[src/source/tlp_rx_pkg.sv]
`default_nettype none

package tlp_rx_pkg;

	localparam int DATA_W    = 64;	// avalon-st data bus from the hard ip
	localparam int BAR_W     = 8;	// rx_st_bar hit vector
	localparam int BAR_IDX_W = 3;	// encoded bar number
	localparam int LEN_W     = 10;	// dword length field
	localparam int NUM_ENG   = 3;	// mem, io, completion engines

	localparam int HDR_FMT_LSB  = 29;	// fmt[1:0] at dw0[30:29]
	localparam int HDR_FMT_W    = 2;
	localparam int HDR_TYPE_LSB = 24;	// type[4:0] at dw0[28:24]
	localparam int HDR_TYPE_W   = 5;

	localparam logic [HDR_TYPE_W-1:0] TYPE_MEM = 5'd0;	// mrd / mwr
	localparam logic [HDR_TYPE_W-1:0] TYPE_IO  = 5'd2;	// iord / iowr
	localparam logic [HDR_TYPE_W-1:0] TYPE_CPL = 5'd10;	// cpl / cpld

	localparam logic [BAR_IDX_W-1:0] BAR_NONE = 3'd7;	// no bar 0..5 hit

	typedef enum logic [2:0] {
		MEM_RD,
		MEM_WR,
		IO_RD,
		IO_WR,
		CPL,	// completion, no payload
		CPL_D,	// completion with data
		OTHER	// msg, cfg, atomics ... all drained
	} tlp_class_t;

	// 16-bit descriptor, one per packet
	typedef struct packed {
		tlp_class_t             cls;
		logic [BAR_IDX_W-1:0]   bar;
		logic [LEN_W-1:0]       len;
	} tlp_desc_t;

	// 66-bit buffered beat
	typedef struct packed {
		logic                   sop;
		logic                   eop;
		logic [DATA_W-1:0]      data;
	} tlp_beat_t;

endpackage

`default_nettype wire
[src/source/tlp_stream_if.sv]
`timescale 1ns/1ps
`default_nettype none

// buffered beat stream, packet buffer -> moderator
interface tlp_stream_if;

	logic                           valid;	// head beat present
	logic                           sop;	// start of tlp
	logic                           eop;	// end of tlp
	logic [tlp_rx_pkg::DATA_W-1:0]  data;
	logic                           ready;	// moderator takes head beat

	modport src (
		output valid,
		output sop,
		output eop,
		output data,
		input  ready
	);

	modport dst (
		input  valid,
		input  sop,
		input  eop,
		input  data,
		output ready
	);

endinterface

`default_nettype wire

[src/source/tlp_rx_top.sv]
`timescale 1ns/1ps
`default_nettype none

module tlp_rx_top #(
	parameter int DATA_DEPTH = 16,	// buffered beats
	parameter int DESC_DEPTH = 4	// buffered headers
) (
	input  wire                                w_AppClk,
	input  wire                                i_rst_n,
	input  wire                                i_rx_valid,
	input  wire                                i_rx_sop,
	input  wire                                i_rx_eop,
	input  wire  [tlp_rx_pkg::DATA_W-1:0]      i_rx_data,
	input  wire  [tlp_rx_pkg::BAR_W-1:0]       i_rx_bar,
	output logic                               o_rx_ready,
	output logic [tlp_rx_pkg::NUM_ENG-1:0]     o_eng_valid,
	input  wire  [tlp_rx_pkg::NUM_ENG-1:0]     i_eng_ready,
	output logic                               o_eng_sop,
	output logic                               o_eng_eop,
	output logic [tlp_rx_pkg::DATA_W-1:0]      o_eng_data,
	output logic [tlp_rx_pkg::BAR_IDX_W-1:0]   o_eng_bar,
	output logic [tlp_rx_pkg::LEN_W-1:0]       o_eng_len,
	output logic                               o_drop
);

	logic                   w_accept;	// beat taken from hard ip
	logic                   w_desc_room;
	logic                   w_desc_valid;
	logic                   w_desc_pop;
	tlp_rx_pkg::tlp_desc_t  w_desc;

	tlp_stream_if u_buf_stream ();	// buffer -> moderator

	tlp_packet_buffer #(
		.DATA_DEPTH (DATA_DEPTH)
	) u_packet_buffer (
		.w_AppClk    (w_AppClk),
		.i_rst_n     (i_rst_n),
		.i_rx_valid  (i_rx_valid),
		.i_rx_sop    (i_rx_sop),
		.i_rx_eop    (i_rx_eop),
		.i_rx_data   (i_rx_data),
		.i_desc_room (w_desc_room),
		.o_rx_ready  (o_rx_ready),
		.o_accept    (w_accept),
		.o_stream    (u_buf_stream.src)
	);

	// sees the same beats as the buffer
	tlp_header_decoder #(
		.DESC_DEPTH (DESC_DEPTH)
	) u_header_decoder (
		.w_AppClk     (w_AppClk),
		.i_rst_n      (i_rst_n),
		.i_accept     (w_accept),
		.i_rx_sop     (i_rx_sop),
		.i_rx_data    (i_rx_data),
		.i_rx_bar     (i_rx_bar),
		.o_desc_room  (w_desc_room),
		.o_desc_valid (w_desc_valid),
		.o_desc       (w_desc),
		.i_desc_pop   (w_desc_pop)
	);

	tlp_rx_moderator u_rx_moderator (
		.w_AppClk     (w_AppClk),
		.i_rst_n      (i_rst_n),
		.i_stream     (u_buf_stream.dst),
		.i_desc_valid (w_desc_valid),
		.i_desc       (w_desc),
		.o_desc_pop   (w_desc_pop),
		.o_eng_valid  (o_eng_valid),
		.i_eng_ready  (i_eng_ready),
		.o_eng_sop    (o_eng_sop),
		.o_eng_eop    (o_eng_eop),
		.o_eng_data   (o_eng_data),
		.o_eng_bar    (o_eng_bar),
		.o_eng_len    (o_eng_len),
		.o_drop       (o_drop)
	);

endmodule

`default_nettype wire

[src/source/tlp_rx_moderator.sv]
`timescale 1ns/1ps
`default_nettype none

module tlp_rx_moderator (
	input  wire                                w_AppClk,
	input  wire                                i_rst_n,
	tlp_stream_if.dst                          i_stream,	// buffered beats
	input  wire                                i_desc_valid,
	input  wire tlp_rx_pkg::tlp_desc_t         i_desc,
	output logic                               o_desc_pop,	// with the end beat
	output logic [tlp_rx_pkg::NUM_ENG-1:0]     o_eng_valid,
	input  wire  [tlp_rx_pkg::NUM_ENG-1:0]     i_eng_ready,
	output logic                               o_eng_sop,
	output logic                               o_eng_eop,
	output logic [tlp_rx_pkg::DATA_W-1:0]      o_eng_data,
	output logic [tlp_rx_pkg::BAR_IDX_W-1:0]   o_eng_bar,
	output logic [tlp_rx_pkg::LEN_W-1:0]       o_eng_len,
	output logic                               o_drop	// unsupported tlp drained
);

	typedef enum logic [1:0] {
		ST_IDLE,	// wait for header + start beat
		ST_ROUTE,	// forward to r_sel engine
		ST_DRAIN	// discard packet
	} state_t;

	state_t                             r_state;
	state_t                             w_state_nxt;
	logic [tlp_rx_pkg::NUM_ENG-1:0]     r_sel;		// one-hot engine enable
	logic [tlp_rx_pkg::NUM_ENG-1:0]     w_sel_nxt;
	logic [tlp_rx_pkg::BAR_IDX_W-1:0]   r_bar;
	logic [tlp_rx_pkg::LEN_W-1:0]       r_len;
	logic                               w_start;
	logic                               w_xfer;
	logic                               w_last;

	assign w_start = (r_state == ST_IDLE) & i_desc_valid & i_stream.valid & i_stream.sop;
	assign w_xfer  = i_stream.valid & i_stream.ready;
	assign w_last  = w_xfer & i_stream.eop;

	// class -> engine
	always_comb
	begin
		case (i_desc.cls)
			tlp_rx_pkg::MEM_RD, tlp_rx_pkg::MEM_WR: w_sel_nxt = 3'b001;
			tlp_rx_pkg::IO_RD,  tlp_rx_pkg::IO_WR:  w_sel_nxt = 3'b010;
			tlp_rx_pkg::CPL,    tlp_rx_pkg::CPL_D:  w_sel_nxt = 3'b100;
			default:                                w_sel_nxt = '0;	// drop
		endcase
	end

	always_comb
	begin
		w_state_nxt = r_state;
		case (r_state)
			ST_IDLE:
			begin
				if (w_start)
					w_state_nxt = (w_sel_nxt == '0) ? ST_DRAIN : ST_ROUTE;
			end
			ST_ROUTE, ST_DRAIN:
			begin
				if (w_last)
					w_state_nxt = ST_IDLE;	// packet done
			end
			default:
				w_state_nxt = ST_IDLE;
		endcase
	end

	always_ff @(posedge w_AppClk)
	begin
		if (!i_rst_n)
		begin
			r_state <= ST_IDLE;
			r_sel   <= '0;
		end
		else
		begin
			r_state <= w_state_nxt;
			if (w_start)
				r_sel <= w_sel_nxt;	// held for the whole packet
		end
	end

	// sideband for the engine
	always_ff @(posedge w_AppClk)
	begin
		if (w_start)
		begin
			r_bar <= i_desc.bar;
			r_len <= i_desc.len;
		end
	end

	// buffer moves only with the chosen engine and freely in drain
	assign i_stream.ready = (r_state == ST_DRAIN) |
		((r_state == ST_ROUTE) & (|(r_sel & i_eng_ready)));

	assign o_eng_valid = ((r_state == ST_ROUTE) && i_stream.valid) ? r_sel : '0;
	assign o_eng_sop   = i_stream.sop;
	assign o_eng_eop   = i_stream.eop;
	assign o_eng_data  = i_stream.data;
	assign o_eng_bar   = r_bar;
	assign o_eng_len   = r_len;

	assign o_desc_pop = w_last;	// ready is low in idle
	assign o_drop     = (r_state == ST_DRAIN) & w_last;

	// idle always faces a packet start, so no packet boundary got lost
	a_start_in_idle: assert property (@(posedge w_AppClk) disable iff (!i_rst_n)
		(r_state == ST_IDLE) && i_stream.valid |-> i_stream.sop)
		else $error("tlp_rx_moderator: idle with a non-start beat at head");

	// decoder queues the header on the same edge the buffer stores the beat
	a_desc_with_sop: assert property (@(posedge w_AppClk) disable iff (!i_rst_n)
		(r_state == ST_IDLE) && i_stream.valid && i_stream.sop |-> i_desc_valid)
		else $error("tlp_rx_moderator: start beat buffered without descriptor");

endmodule

`default_nettype wire

[src/source/tlp_header_decoder.sv]
`timescale 1ns/1ps
`default_nettype none

module tlp_header_decoder #(
	parameter int DESC_DEPTH = 4	// packets in flight
) (
	input  wire                            w_AppClk,
	input  wire                            i_rst_n,
	input  wire                            i_accept,	// beat taken by buffer
	input  wire                            i_rx_sop,
	input  wire [tlp_rx_pkg::DATA_W-1:0]   i_rx_data,
	input  wire [tlp_rx_pkg::BAR_W-1:0]    i_rx_bar,
	output logic                           o_desc_room,
	output logic                           o_desc_valid,
	output tlp_rx_pkg::tlp_desc_t          o_desc,	// head descriptor
	input  wire                            i_desc_pop
);

	localparam int BAR_CNT = 6;	// type 0 header, bars 0..5

	logic [tlp_rx_pkg::HDR_FMT_W-1:0]   w_fmt;
	logic [tlp_rx_pkg::HDR_TYPE_W-1:0]  w_type;
	tlp_rx_pkg::tlp_class_t             w_class;
	logic [tlp_rx_pkg::BAR_IDX_W-1:0]   w_bar_idx;
	tlp_rx_pkg::tlp_desc_t              w_desc_new;
	logic                               w_push;
	logic                               w_empty;
	logic                               w_full;

	// dw0 sits in the low word of the start beat
	assign w_fmt  = i_rx_data[tlp_rx_pkg::HDR_FMT_LSB +: tlp_rx_pkg::HDR_FMT_W];
	assign w_type = i_rx_data[tlp_rx_pkg::HDR_TYPE_LSB +: tlp_rx_pkg::HDR_TYPE_W];

	// fmt[1] set means payload follows, i.e. write / cpld
	always_comb
	begin
		case (w_type)
			tlp_rx_pkg::TYPE_MEM:
				w_class = w_fmt[1] ? tlp_rx_pkg::MEM_WR : tlp_rx_pkg::MEM_RD;
			tlp_rx_pkg::TYPE_IO:
				w_class = w_fmt[1] ? tlp_rx_pkg::IO_WR : tlp_rx_pkg::IO_RD;
			tlp_rx_pkg::TYPE_CPL:
				w_class = w_fmt[1] ? tlp_rx_pkg::CPL_D : tlp_rx_pkg::CPL;
			default:
				w_class = tlp_rx_pkg::OTHER;	// msg, cfg, locked ...
		endcase
	end

	// lowest hit bar wins
	always_comb
	begin
		w_bar_idx = tlp_rx_pkg::BAR_NONE;
		for (int i = BAR_CNT - 1; i >= 0; i--)
		begin
			if (i_rx_bar[i])
				w_bar_idx = tlp_rx_pkg::BAR_IDX_W'(i);
		end
	end

	assign w_desc_new.cls = w_class;
	assign w_desc_new.bar = w_bar_idx;
	assign w_desc_new.len = i_rx_data[tlp_rx_pkg::LEN_W-1:0];	// raw length field

	assign w_push = i_accept & i_rx_sop;	// one descriptor per packet

	tlp_sync_fifo #(
		.T     (tlp_rx_pkg::tlp_desc_t),
		.DEPTH (DESC_DEPTH)
	) u_desc_fifo (
		.w_AppClk (w_AppClk),
		.i_rst_n  (i_rst_n),
		.i_wr     (w_push),
		.i_wdata  (w_desc_new),
		.i_rd     (i_desc_pop),
		.o_rdata  (o_desc),
		.o_empty  (w_empty),
		.o_full   (w_full)
	);

	assign o_desc_valid = ~w_empty;	// one cycle after the start beat
	assign o_desc_room  = ~w_full;

endmodule

`default_nettype wire

[src/source/tlp_packet_buffer.sv]
`timescale 1ns/1ps
`default_nettype none

module tlp_packet_buffer #(
	parameter int DATA_DEPTH = 16	// beats
) (
	input  wire                            w_AppClk,
	input  wire                            i_rst_n,
	input  wire                            i_rx_valid,	// from hard ip rx_st
	input  wire                            i_rx_sop,
	input  wire                            i_rx_eop,
	input  wire [tlp_rx_pkg::DATA_W-1:0]   i_rx_data,
	input  wire                            i_desc_room,	// decoder can take a header
	output logic                           o_rx_ready,
	output logic                           o_accept,	// beat taken this cycle
	tlp_stream_if.src                      o_stream
);

	logic                   r_run;		// low in reset, high from first cycle after
	tlp_rx_pkg::tlp_beat_t  w_wbeat;
	tlp_rx_pkg::tlp_beat_t  w_head;
	logic                   w_empty;
	logic                   w_full;
	logic                   w_pop;

	always_ff @(posedge w_AppClk)
	begin
		if (!i_rst_n)
			r_run <= 1'b0;
		else
			r_run <= 1'b1;
	end

	// single acceptance point for the whole rx path
	assign o_rx_ready = r_run & ~w_full & i_desc_room;
	assign o_accept   = i_rx_valid & o_rx_ready;

	assign w_wbeat.sop  = i_rx_sop;
	assign w_wbeat.eop  = i_rx_eop;
	assign w_wbeat.data = i_rx_data;

	assign w_pop = o_stream.valid & o_stream.ready;	// moderator takes head

	tlp_sync_fifo #(
		.T     (tlp_rx_pkg::tlp_beat_t),
		.DEPTH (DATA_DEPTH)
	) u_beat_fifo (
		.w_AppClk (w_AppClk),
		.i_rst_n  (i_rst_n),
		.i_wr     (o_accept),
		.i_wdata  (w_wbeat),
		.i_rd     (w_pop),
		.o_rdata  (w_head),
		.o_empty  (w_empty),
		.o_full   (w_full)
	);

	// head beat straight onto the stream
	assign o_stream.valid = ~w_empty;
	assign o_stream.sop   = w_head.sop;
	assign o_stream.eop   = w_head.eop;
	assign o_stream.data  = w_head.data;

endmodule

`default_nettype wire

[src/source/tlp_sync_fifo.sv]
`timescale 1ns/1ps
`default_nettype none

module tlp_sync_fifo #(
	parameter type T     = logic [7:0],	// payload
	parameter int  DEPTH = 4		// entries
) (
	input  wire  w_AppClk,
	input  wire  i_rst_n,
	input  wire  i_wr,		// push, must not be full
	input  wire T i_wdata,
	input  wire  i_rd,		// pop head, must not be empty
	output T     o_rdata,		// head, shown ahead
	output logic o_empty,
	output logic o_full
);

	localparam int AW = (DEPTH > 1) ? $clog2(DEPTH) : 1;	// pointer width
	localparam int CW = $clog2(DEPTH + 1);			// count width

	T               r_mem [DEPTH];
	logic [AW-1:0]  r_wr_ptr;
	logic [AW-1:0]  r_rd_ptr;
	logic [CW-1:0]  r_count;

	// wrap at DEPTH, so non power of two depths work
	function automatic logic [AW-1:0] ptr_inc(input logic [AW-1:0] ptr);
		return (ptr == AW'(DEPTH - 1)) ? '0 : ptr + 1'b1;
	endfunction

	always_ff @(posedge w_AppClk)
	begin
		if (i_wr)
			r_mem[r_wr_ptr] <= i_wdata;	// storage only
	end

	always_ff @(posedge w_AppClk)
	begin
		if (!i_rst_n)
		begin
			r_wr_ptr <= '0;
			r_rd_ptr <= '0;
			r_count  <= '0;
		end
		else
		begin
			if (i_wr)
				r_wr_ptr <= ptr_inc(r_wr_ptr);
			if (i_rd)
				r_rd_ptr <= ptr_inc(r_rd_ptr);
			case ({i_wr, i_rd})
				2'b10:   r_count <= r_count + 1'b1;
				2'b01:   r_count <= r_count - 1'b1;
				default: r_count <= r_count;	// idle or push+pop
			endcase
		end
	end

	assign o_rdata = r_mem[r_rd_ptr];	// head visible one cycle after push
	assign o_empty = (r_count == '0);
	assign o_full  = (r_count == CW'(DEPTH));

	// the owner of i_wr / i_rd must respect the flags
	a_no_overflow: assert property (@(posedge w_AppClk) disable iff (!i_rst_n)
		i_wr |-> !o_full)
		else $error("tlp_sync_fifo: push while full");

	a_no_underflow: assert property (@(posedge w_AppClk) disable iff (!i_rst_n)
		i_rd |-> !o_empty)
		else $error("tlp_sync_fifo: pop while empty");

endmodule

`default_nettype wire

[config.mk]
export PLATFORM = sky130hd
export DESIGN_NAME = tlp_rx_top
export DESIGN_NICKNAME = d
export VERILOG_FILES = /design/src/source/tlp_rx_pkg.sv /design/src/source/tlp_stream_if.sv /design/src/source/tlp_rx_top.sv /design/src/source/tlp_rx_moderator.sv /design/src/source/tlp_header_decoder.sv /design/src/source/tlp_packet_buffer.sv /design/src/source/tlp_sync_fifo.sv
export SDC_FILE = /design/constraint.sdc
export NUM_CORES = 1
export LEC_CHECK = 0
export ABC_CLOCK_PERIOD_IN_PS = 7340
export BUFFER_PORTS_ARGS = -buffer_cell sky130_fd_sc_hd__clkbuf_2
export CORE_ASPECT_RATIO = 0.8
export CORE_MARGIN = 2
export CORE_UTILIZATION = 55
export DETAILED_ROUTE_END_ITERATION = 6
export HOLD_SLACK_MARGIN = 0.06
export PLACE_DENSITY = 0.85
export RECOVER_POWER = 50
export SETUP_SLACK_MARGIN = 0.15
export SLEW_MARGIN = 25
export SYNTH_ARGS = -nofsm -noshare
export SYNTH_HDL_FRONTEND = slang
export SYNTH_SLANG_ARGS = --single-unit
[constraint.sdc]
create_clock -name w_AppClk -period 7.34 [get_ports w_AppClk]
set_input_delay 1.101 -clock w_AppClk [delete_from_list [all_inputs] [get_ports w_AppClk]]
set_output_delay 1.101 -clock w_AppClk [all_outputs]
set_load 0.02 [all_outputs]
### Word-level counts from Yosys, hierarchy flattened

Memories as Yosys holds them, arrays and structs flattened. A register that Yosys moved wholly into a read port is not among the register bits.
Index checks and enable logic that the tools add are counted.

* flip-flop bits (word level): 39
* RAM bits: 1120
* input port bits: 80
* output and inout port bits: 84
* word-level logic and storage cells: 105
* memories: 2

* $add $sub $neg: 8
* equal/unequal tests: 21
* mux-type cells: 31
* bitwise operators: 17
* reduce and logical (&&, ||, !) cells: 15

Memory list
* u_packet_buffer.u_beat_fifo.r_mem: words 16, width 66, read ports 1, clocked after Yosys merged registers in 1, write ports 1, RTL line tlp_sync_fifo.sv:21 `T r_mem [DEPTH];`
* u_header_decoder.u_desc_fifo.r_mem: words 4, width 16, read ports 1, clocked after Yosys merged registers in 1, write ports 1, RTL line tlp_sync_fifo.sv:21

Operators with widths (count)
* $mux 2: 9
* $pmux 3 s3: 2
* $mux 4: 4
* $mux 3: 5
* $and 1x1->1: 11
* $eq 2x2->1 const B: 5
* $logic_not 5->1: 2
* $pmux 5 s2: 1
* $eq 3x3->1 const B: 3
* $logic_not 3->1: 3
* $add 4x1->4 const B: 2
* $eq 4x4->1 const B: 2
* $mux 1: 8
* $reduce_or 2->1: 4
* $eq 2x1->1 const B: 3
* $eq 3x2->1 const B: 2
* $pmux 3 s2: 1
* $add 5x1->5 const B: 1
* $eq 5x2->1 const B: 1
* $eq 5x4->1 const B: 1
* $eq 5x5->1 const B: 1
* $sub 5x1->5 const B: 1
* $add 2x1->2 const B: 2
* $not 1->1: 4
* 13 further kinds: 14

### Logic depth before layout (Yosys ltp)

* depth in word-level cells: 8
* mapped depth: 15
* mapped depth without buffers: 14

### Modules after synthesis

From an unflattened synthesis, not the netlist that was laid out.

* cells, all modules: 2002
* area, all modules: 44584.0 sq um

Modules (own cells, without submodules)
* tlp_sync_fifo (u_packet_buffer.u_beat_fifo): times used 1, cells each 1729, area each 40370.0 sq um, sequential area each 32050.7 sq um
* tlp_sync_fifo (u_header_decoder.u_desc_fifo): times used 1, cells each 131, area each 2810.2 sq um, sequential area each 2102.0 sq um
* tlp_rx_moderator: times used 1, cells each 121, area each 1252.5 sq um, sequential area each 490.5 sq um
* tlp_header_decoder: times used 1, cells each 16, area each 101.3 sq um, sequential area each 0.0 sq um
* tlp_packet_buffer: times used 1, cells each 5, area each 50.0 sq um, sequential area each 20.0 sq um

### Worst setup path before layout

OpenSTA, ideal clock, no wires.

* kind: input -> register
* from: input port i_rx_valid
* to: memory u_packet_buffer.u_beat_fifo.r_mem[0][0] (netlist name), enable pin
* library setup time: 0.571 ns
* arrival: 6.385 ns
* data required time: 6.769 ns
* slack: 0.384 ns
* cell stages on the path: 5
* path buffers: 1
* cells stage by stage: inv_1 a2111oi_2 clkbuf_1 nand2_1 nor3_1

* cells in the longest elaborated chain, start to end: 3

Ends and longest elaborated chain
* from (decl): RTL line tlp_rx_top.sv:10 `input wire i_rx_valid,`
* $and 1x1->1: RTL line tlp_packet_buffer.sv:36 `assign o_accept = i_rx_valid & o_rx_ready;`
* $mux 1: RTL line tlp_sync_fifo.sv:33 `if (i_wr)`
* $mux 1 (implied by the code): RTL line tlp_sync_fifo.sv:34 `r_mem[r_wr_ptr] <= i_wdata;`
* to (decl): RTL line tlp_sync_fifo.sv:21

Every way passes these cells.

==> results.md <==
- The run finished with clean final reports.
- For this configuration, the core starts out at a cell density of 0.556.
- The critical path in this run is classified as register to primary output.
- Setup violations remaining at the end of the flow were counted as 0.
- The wire-length estimate of the detail-placed layout is 48.6 mm.
- For the worst-skew pair, the clock arrives at the later sink with an insertion delay of 0.67 ns.
- The library cells used most frequently in the layout, excluding fill and tap cells, are 1129 x edfxtp_1, 345 x mux4_2, 110 x clkbuf_1.
- The mean cell area of the mapped netlist is 24.7 µm².
- Across every metal layer, demand over resource in global routing totals 0.242.
- The sum of buffers and inverters on the critical path is 2.
- The max-slew violation count was 0.
- The final weighted congestion in routability-driven placement is 0.780.
- The number of enable-type register cells in the synthesized netlist is 1129.
- For the pin with the worst max-slew slack, the measured transition is 1.02 ns.
- In this run the worst path has a maximum fanout of 38.
- The top flip-flop cell by instance count after synthesis is edfxtp_1.
- The proportion of synthesized flip-flops having asynchronous set or reset is 0.
- VDD sags by at most 0.227 mV.
- Max-cap violations in this run came to 0.
- The remaining antenna violation count is 0.
- The buffer cell driving the clock tree root is clkbuf_16.
- The maximum level of the CTS H-tree is 3.
- The number of clock sinks is 1161.
- Of the post-synthesis cell area, the dominant cell type holds 0.773.
- The floorplan step defined a die boundary enclosing 0.0820 mm².
- The count of cell types in the netlist is 45.
- The average wire per cell in the routed design is 31.5 µm.
- Power spread over the standard cell area amounts to 259 mW/mm².
- The time the final worst path needs with I/O delays and setup is 4.80 ns.
- Counting every net in the synthesized netlist gives 1876.
- In this run the post-CTS setup repair buffer count came out at 0.
- For this run the aggregate overflow at the end of global routing stands at 0.
- The remaining design rule violation count is 0.
- The clock slew seen by the registers of the worst setup and hold paths is 0.06 ns.
- The number of CTS-inserted buffers is 105.
- Among cell families on the critical path, the largest total delay comes from multiplexers.
- Counting every instance in the synthesized netlist gives 1778.
- After routing the design area is 0.0494 mm².
- The netlist area before placement is 0.0439 mm².
- The count of input and output buffers is 161.
- Setup repair after global routing left no endpoint under its margin.
- The area growth from synthesis to layout is 12.7%.
- The largest total area in the synthesized netlist belongs to edfxtp_1.
- The number of hold-slack violations in the final timing report came to 0.
- Headroom to the max-slew limit came out at 0.322.
- The number of optimization iterations in the first detailed-route pass is 6.
- In this run the worst hold path is classified as register to register.
- The core region is 0.0789 mm².
- For this run, the top clock speed supported by timing is 208 MHz.
- Summed over all cells, the static leakage comes to 14.9 nW.
- The count of cells resized by post-cts repair is 0.
- The sort of element at the end of the critical path is a primary output.
- The commonest non-fill, non-tap cell in the layout is edfxtp_1.
- Entering global routing, the biggest net connects 141 pins.
- Measured in cells, the most critical reg-to-reg path has a length of 11.
- The floorplan step set the die height to 257 µm.
- The logic depth of the worst path, buffers included is 5.
- The count of hold buffers inserted by post-cts repair is 0.
- The total design power is 12.8 mW.
- After routing, the total negative slack on setup checks comes to 0 ns.
- The instance count along the most critical hold path is 2.
- Using the TritonRoute via totals, the vias-per-cell ratio works out to 6.49.
- The required arrival time at the worst endpoint is 6.24 ns.
- The global-route wire length before repair is 143 mm.
- The portion of the clock cycle consumed by the worst path in the final layout is 0.654.
- The largest single stage delay on the critical path is 0.84 ns.
- The initial antenna violation count was 10.
- Counting along the longest clock path gives a buffer depth of 3.
- The detailed-route via count is 20200.
- The placed instance area is 0.0461 mm².
- The final net count is 2096.
- The final layout contains routed wiring with a total length of 98.3 mm.
- The part of the Yosys area used for sequential elements is 0.788.
- The worst setup path is launched from a register.
- Sorting the synthesized cells by area gives the leading types as edfxtp_1 77%, mux4_2 18%, dfxtp_1 1.5%.
- Traced cell by cell, the critical path runs through buf_4 > mux4_2 > mux4_2 > and3_1 > clkbuf_2.
- The count of pins on the block boundary is 164.
- The number of global-route vias before repair is 21100.
- The register bit total from synthesis is 1161.
- Of the cells placed in the final design, the portion with a size suffix greater than 1 is 0.307.
- The count of routing violations after the opening detailed-route iteration is 2645.
- The CTS tree is built.
- Yosys printed 0 warnings.
- The cell repeated most along the worst path is mux4_2.
- The worst clock skew on the final layout is 0.0304 ns.
- From left edge to right edge, the die measures 320 µm.
- The slowest cell on the critical path is dfxtp_4.
- The arrival time reported for the critical path endpoint is 3.70 ns.
- The number of rows created at floorplan is 92.
-- layout make-up --
type	instances	area [µm²]
inverter	19	71.3
clock inverter	59	558
clock buffer	133	2740
sequential	1161	34600
fill	4930	29400
multi-input combinational	511	8960
tap	1034	1290
antenna	1	2.50
timing repair buffer	200	1220
-- registers in the layout, summed over array words and instances (netlist names), named ones only --
name / cells
u_packet_buffer.u_beat_fifo.r_mem: 1056
u_header_decoder.u_desc_fifo.r_mem: 60
u_rx_moderator.o_eng_len: 10
u_packet_buffer.u_beat_fifo.r_count: 5
u_packet_buffer.u_beat_fifo.r_rd_ptr: 4
u_packet_buffer.u_beat_fifo.r_wr_ptr: 4
u_header_decoder.u_desc_fifo.r_count: 3
u_rx_moderator.o_eng_bar: 3
u_rx_moderator.r_sel: 3
u_header_decoder.u_desc_fifo.r_rd_ptr: 2
u_header_decoder.u_desc_fifo.r_wr_ptr: 2
u_rx_moderator.r_state: 2
u_packet_buffer.r_run: 1
-- path summary, 6_finish.rpt --
check	start	endpoint	slack (ns)
hold / removal	u_rx_moderator.r_sel[2]	u_rx_moderator.r_sel[2]	0.47
hold reg to reg	u_rx_moderator.r_sel[2]	u_rx_moderator.r_sel[2]	0.47
setup reg to reg	register	u_header_decoder.u_desc_fifo.r_count[2]	3.34
setup / recovery	register	o_drop	2.54
-- cells by family after synthesis --
logic type	Yosys count	synth area share
compound gates	42	0.00613
buf+inv	106	0.0102
xor+xnor	8	0.00160
mux	348	0.178
fa+ha+maj	18	0.00531
flops	1161	0.788
simple gates	95	0.0111
-- cells in the mapped netlist (3+ instances only) --
master,number
ha_1,17
nor3_1,8
a21oi_1,20
buf_2,28
nand2b_1,7
edfxtp_1,1129
and3_1,10
mux4_2,345
nand2_1,22
or3_1,9
nor2_1,22
o21ai_0,6
nand3_1,6
buf_1,15
inv_1,16
xor2_1,6
clkbuf_1,42
dfxtp_1,32
inv_2,3
-- metrics by stage --
| step | hold slack (ns) | std cells | worst slack [ns] | util |
|---|---|---|---|---|
| after floorplan | 0.440 | 1778 | 0.384 | - |
| after global placement | 0.456 | 2920 | 3.25 | 0.584 |
| after detailed placement | 0.465 | 2921 | 3.24 | 0.585 |
| after CTS | 0.474 | 3113 | 2.51 | 0.627 |
| after global routing | 0.495 | 3118 | 2.46 | 0.627 |
| final | 0.470 | 3118 | 2.54 | 0.627 |
-- worst reg2reg max path, cell delays in order (launching register included) --
cell and delay (ns):
dfxtp_4 0.84, buf_4 0.78, mux4_2 0.39, mux4_2 0.33, nand3_2 0.21, inv_2 0.12, ha_1 0.19, inv_1 0.07
fa_1 0.38, xor2_1 0.16, or3_1 0.31, a21oi_1 0.14
-- where the power goes --
group | leakage [nW] | switching [mW] | internal, mW
combinational | 2.91 | 0.183 | 0.0650
clock | 1.59 | 2.38 | 2.88
sequential | 10.4 | 0.0125 | 7.30
total | 14.9 | 2.57 | 10.2
-- routing by layer --
metal	GRT usage	wire length (µm)	part of all wire
met5	0.00936	229	0.0023
met2	0.403	50300	0.51
met3	0.0576	8920	0.091
met1	0.321	36100	0.37
met4	0.0767	2720	0.028
No activity file was read; power rests on OpenSTA's default activity.
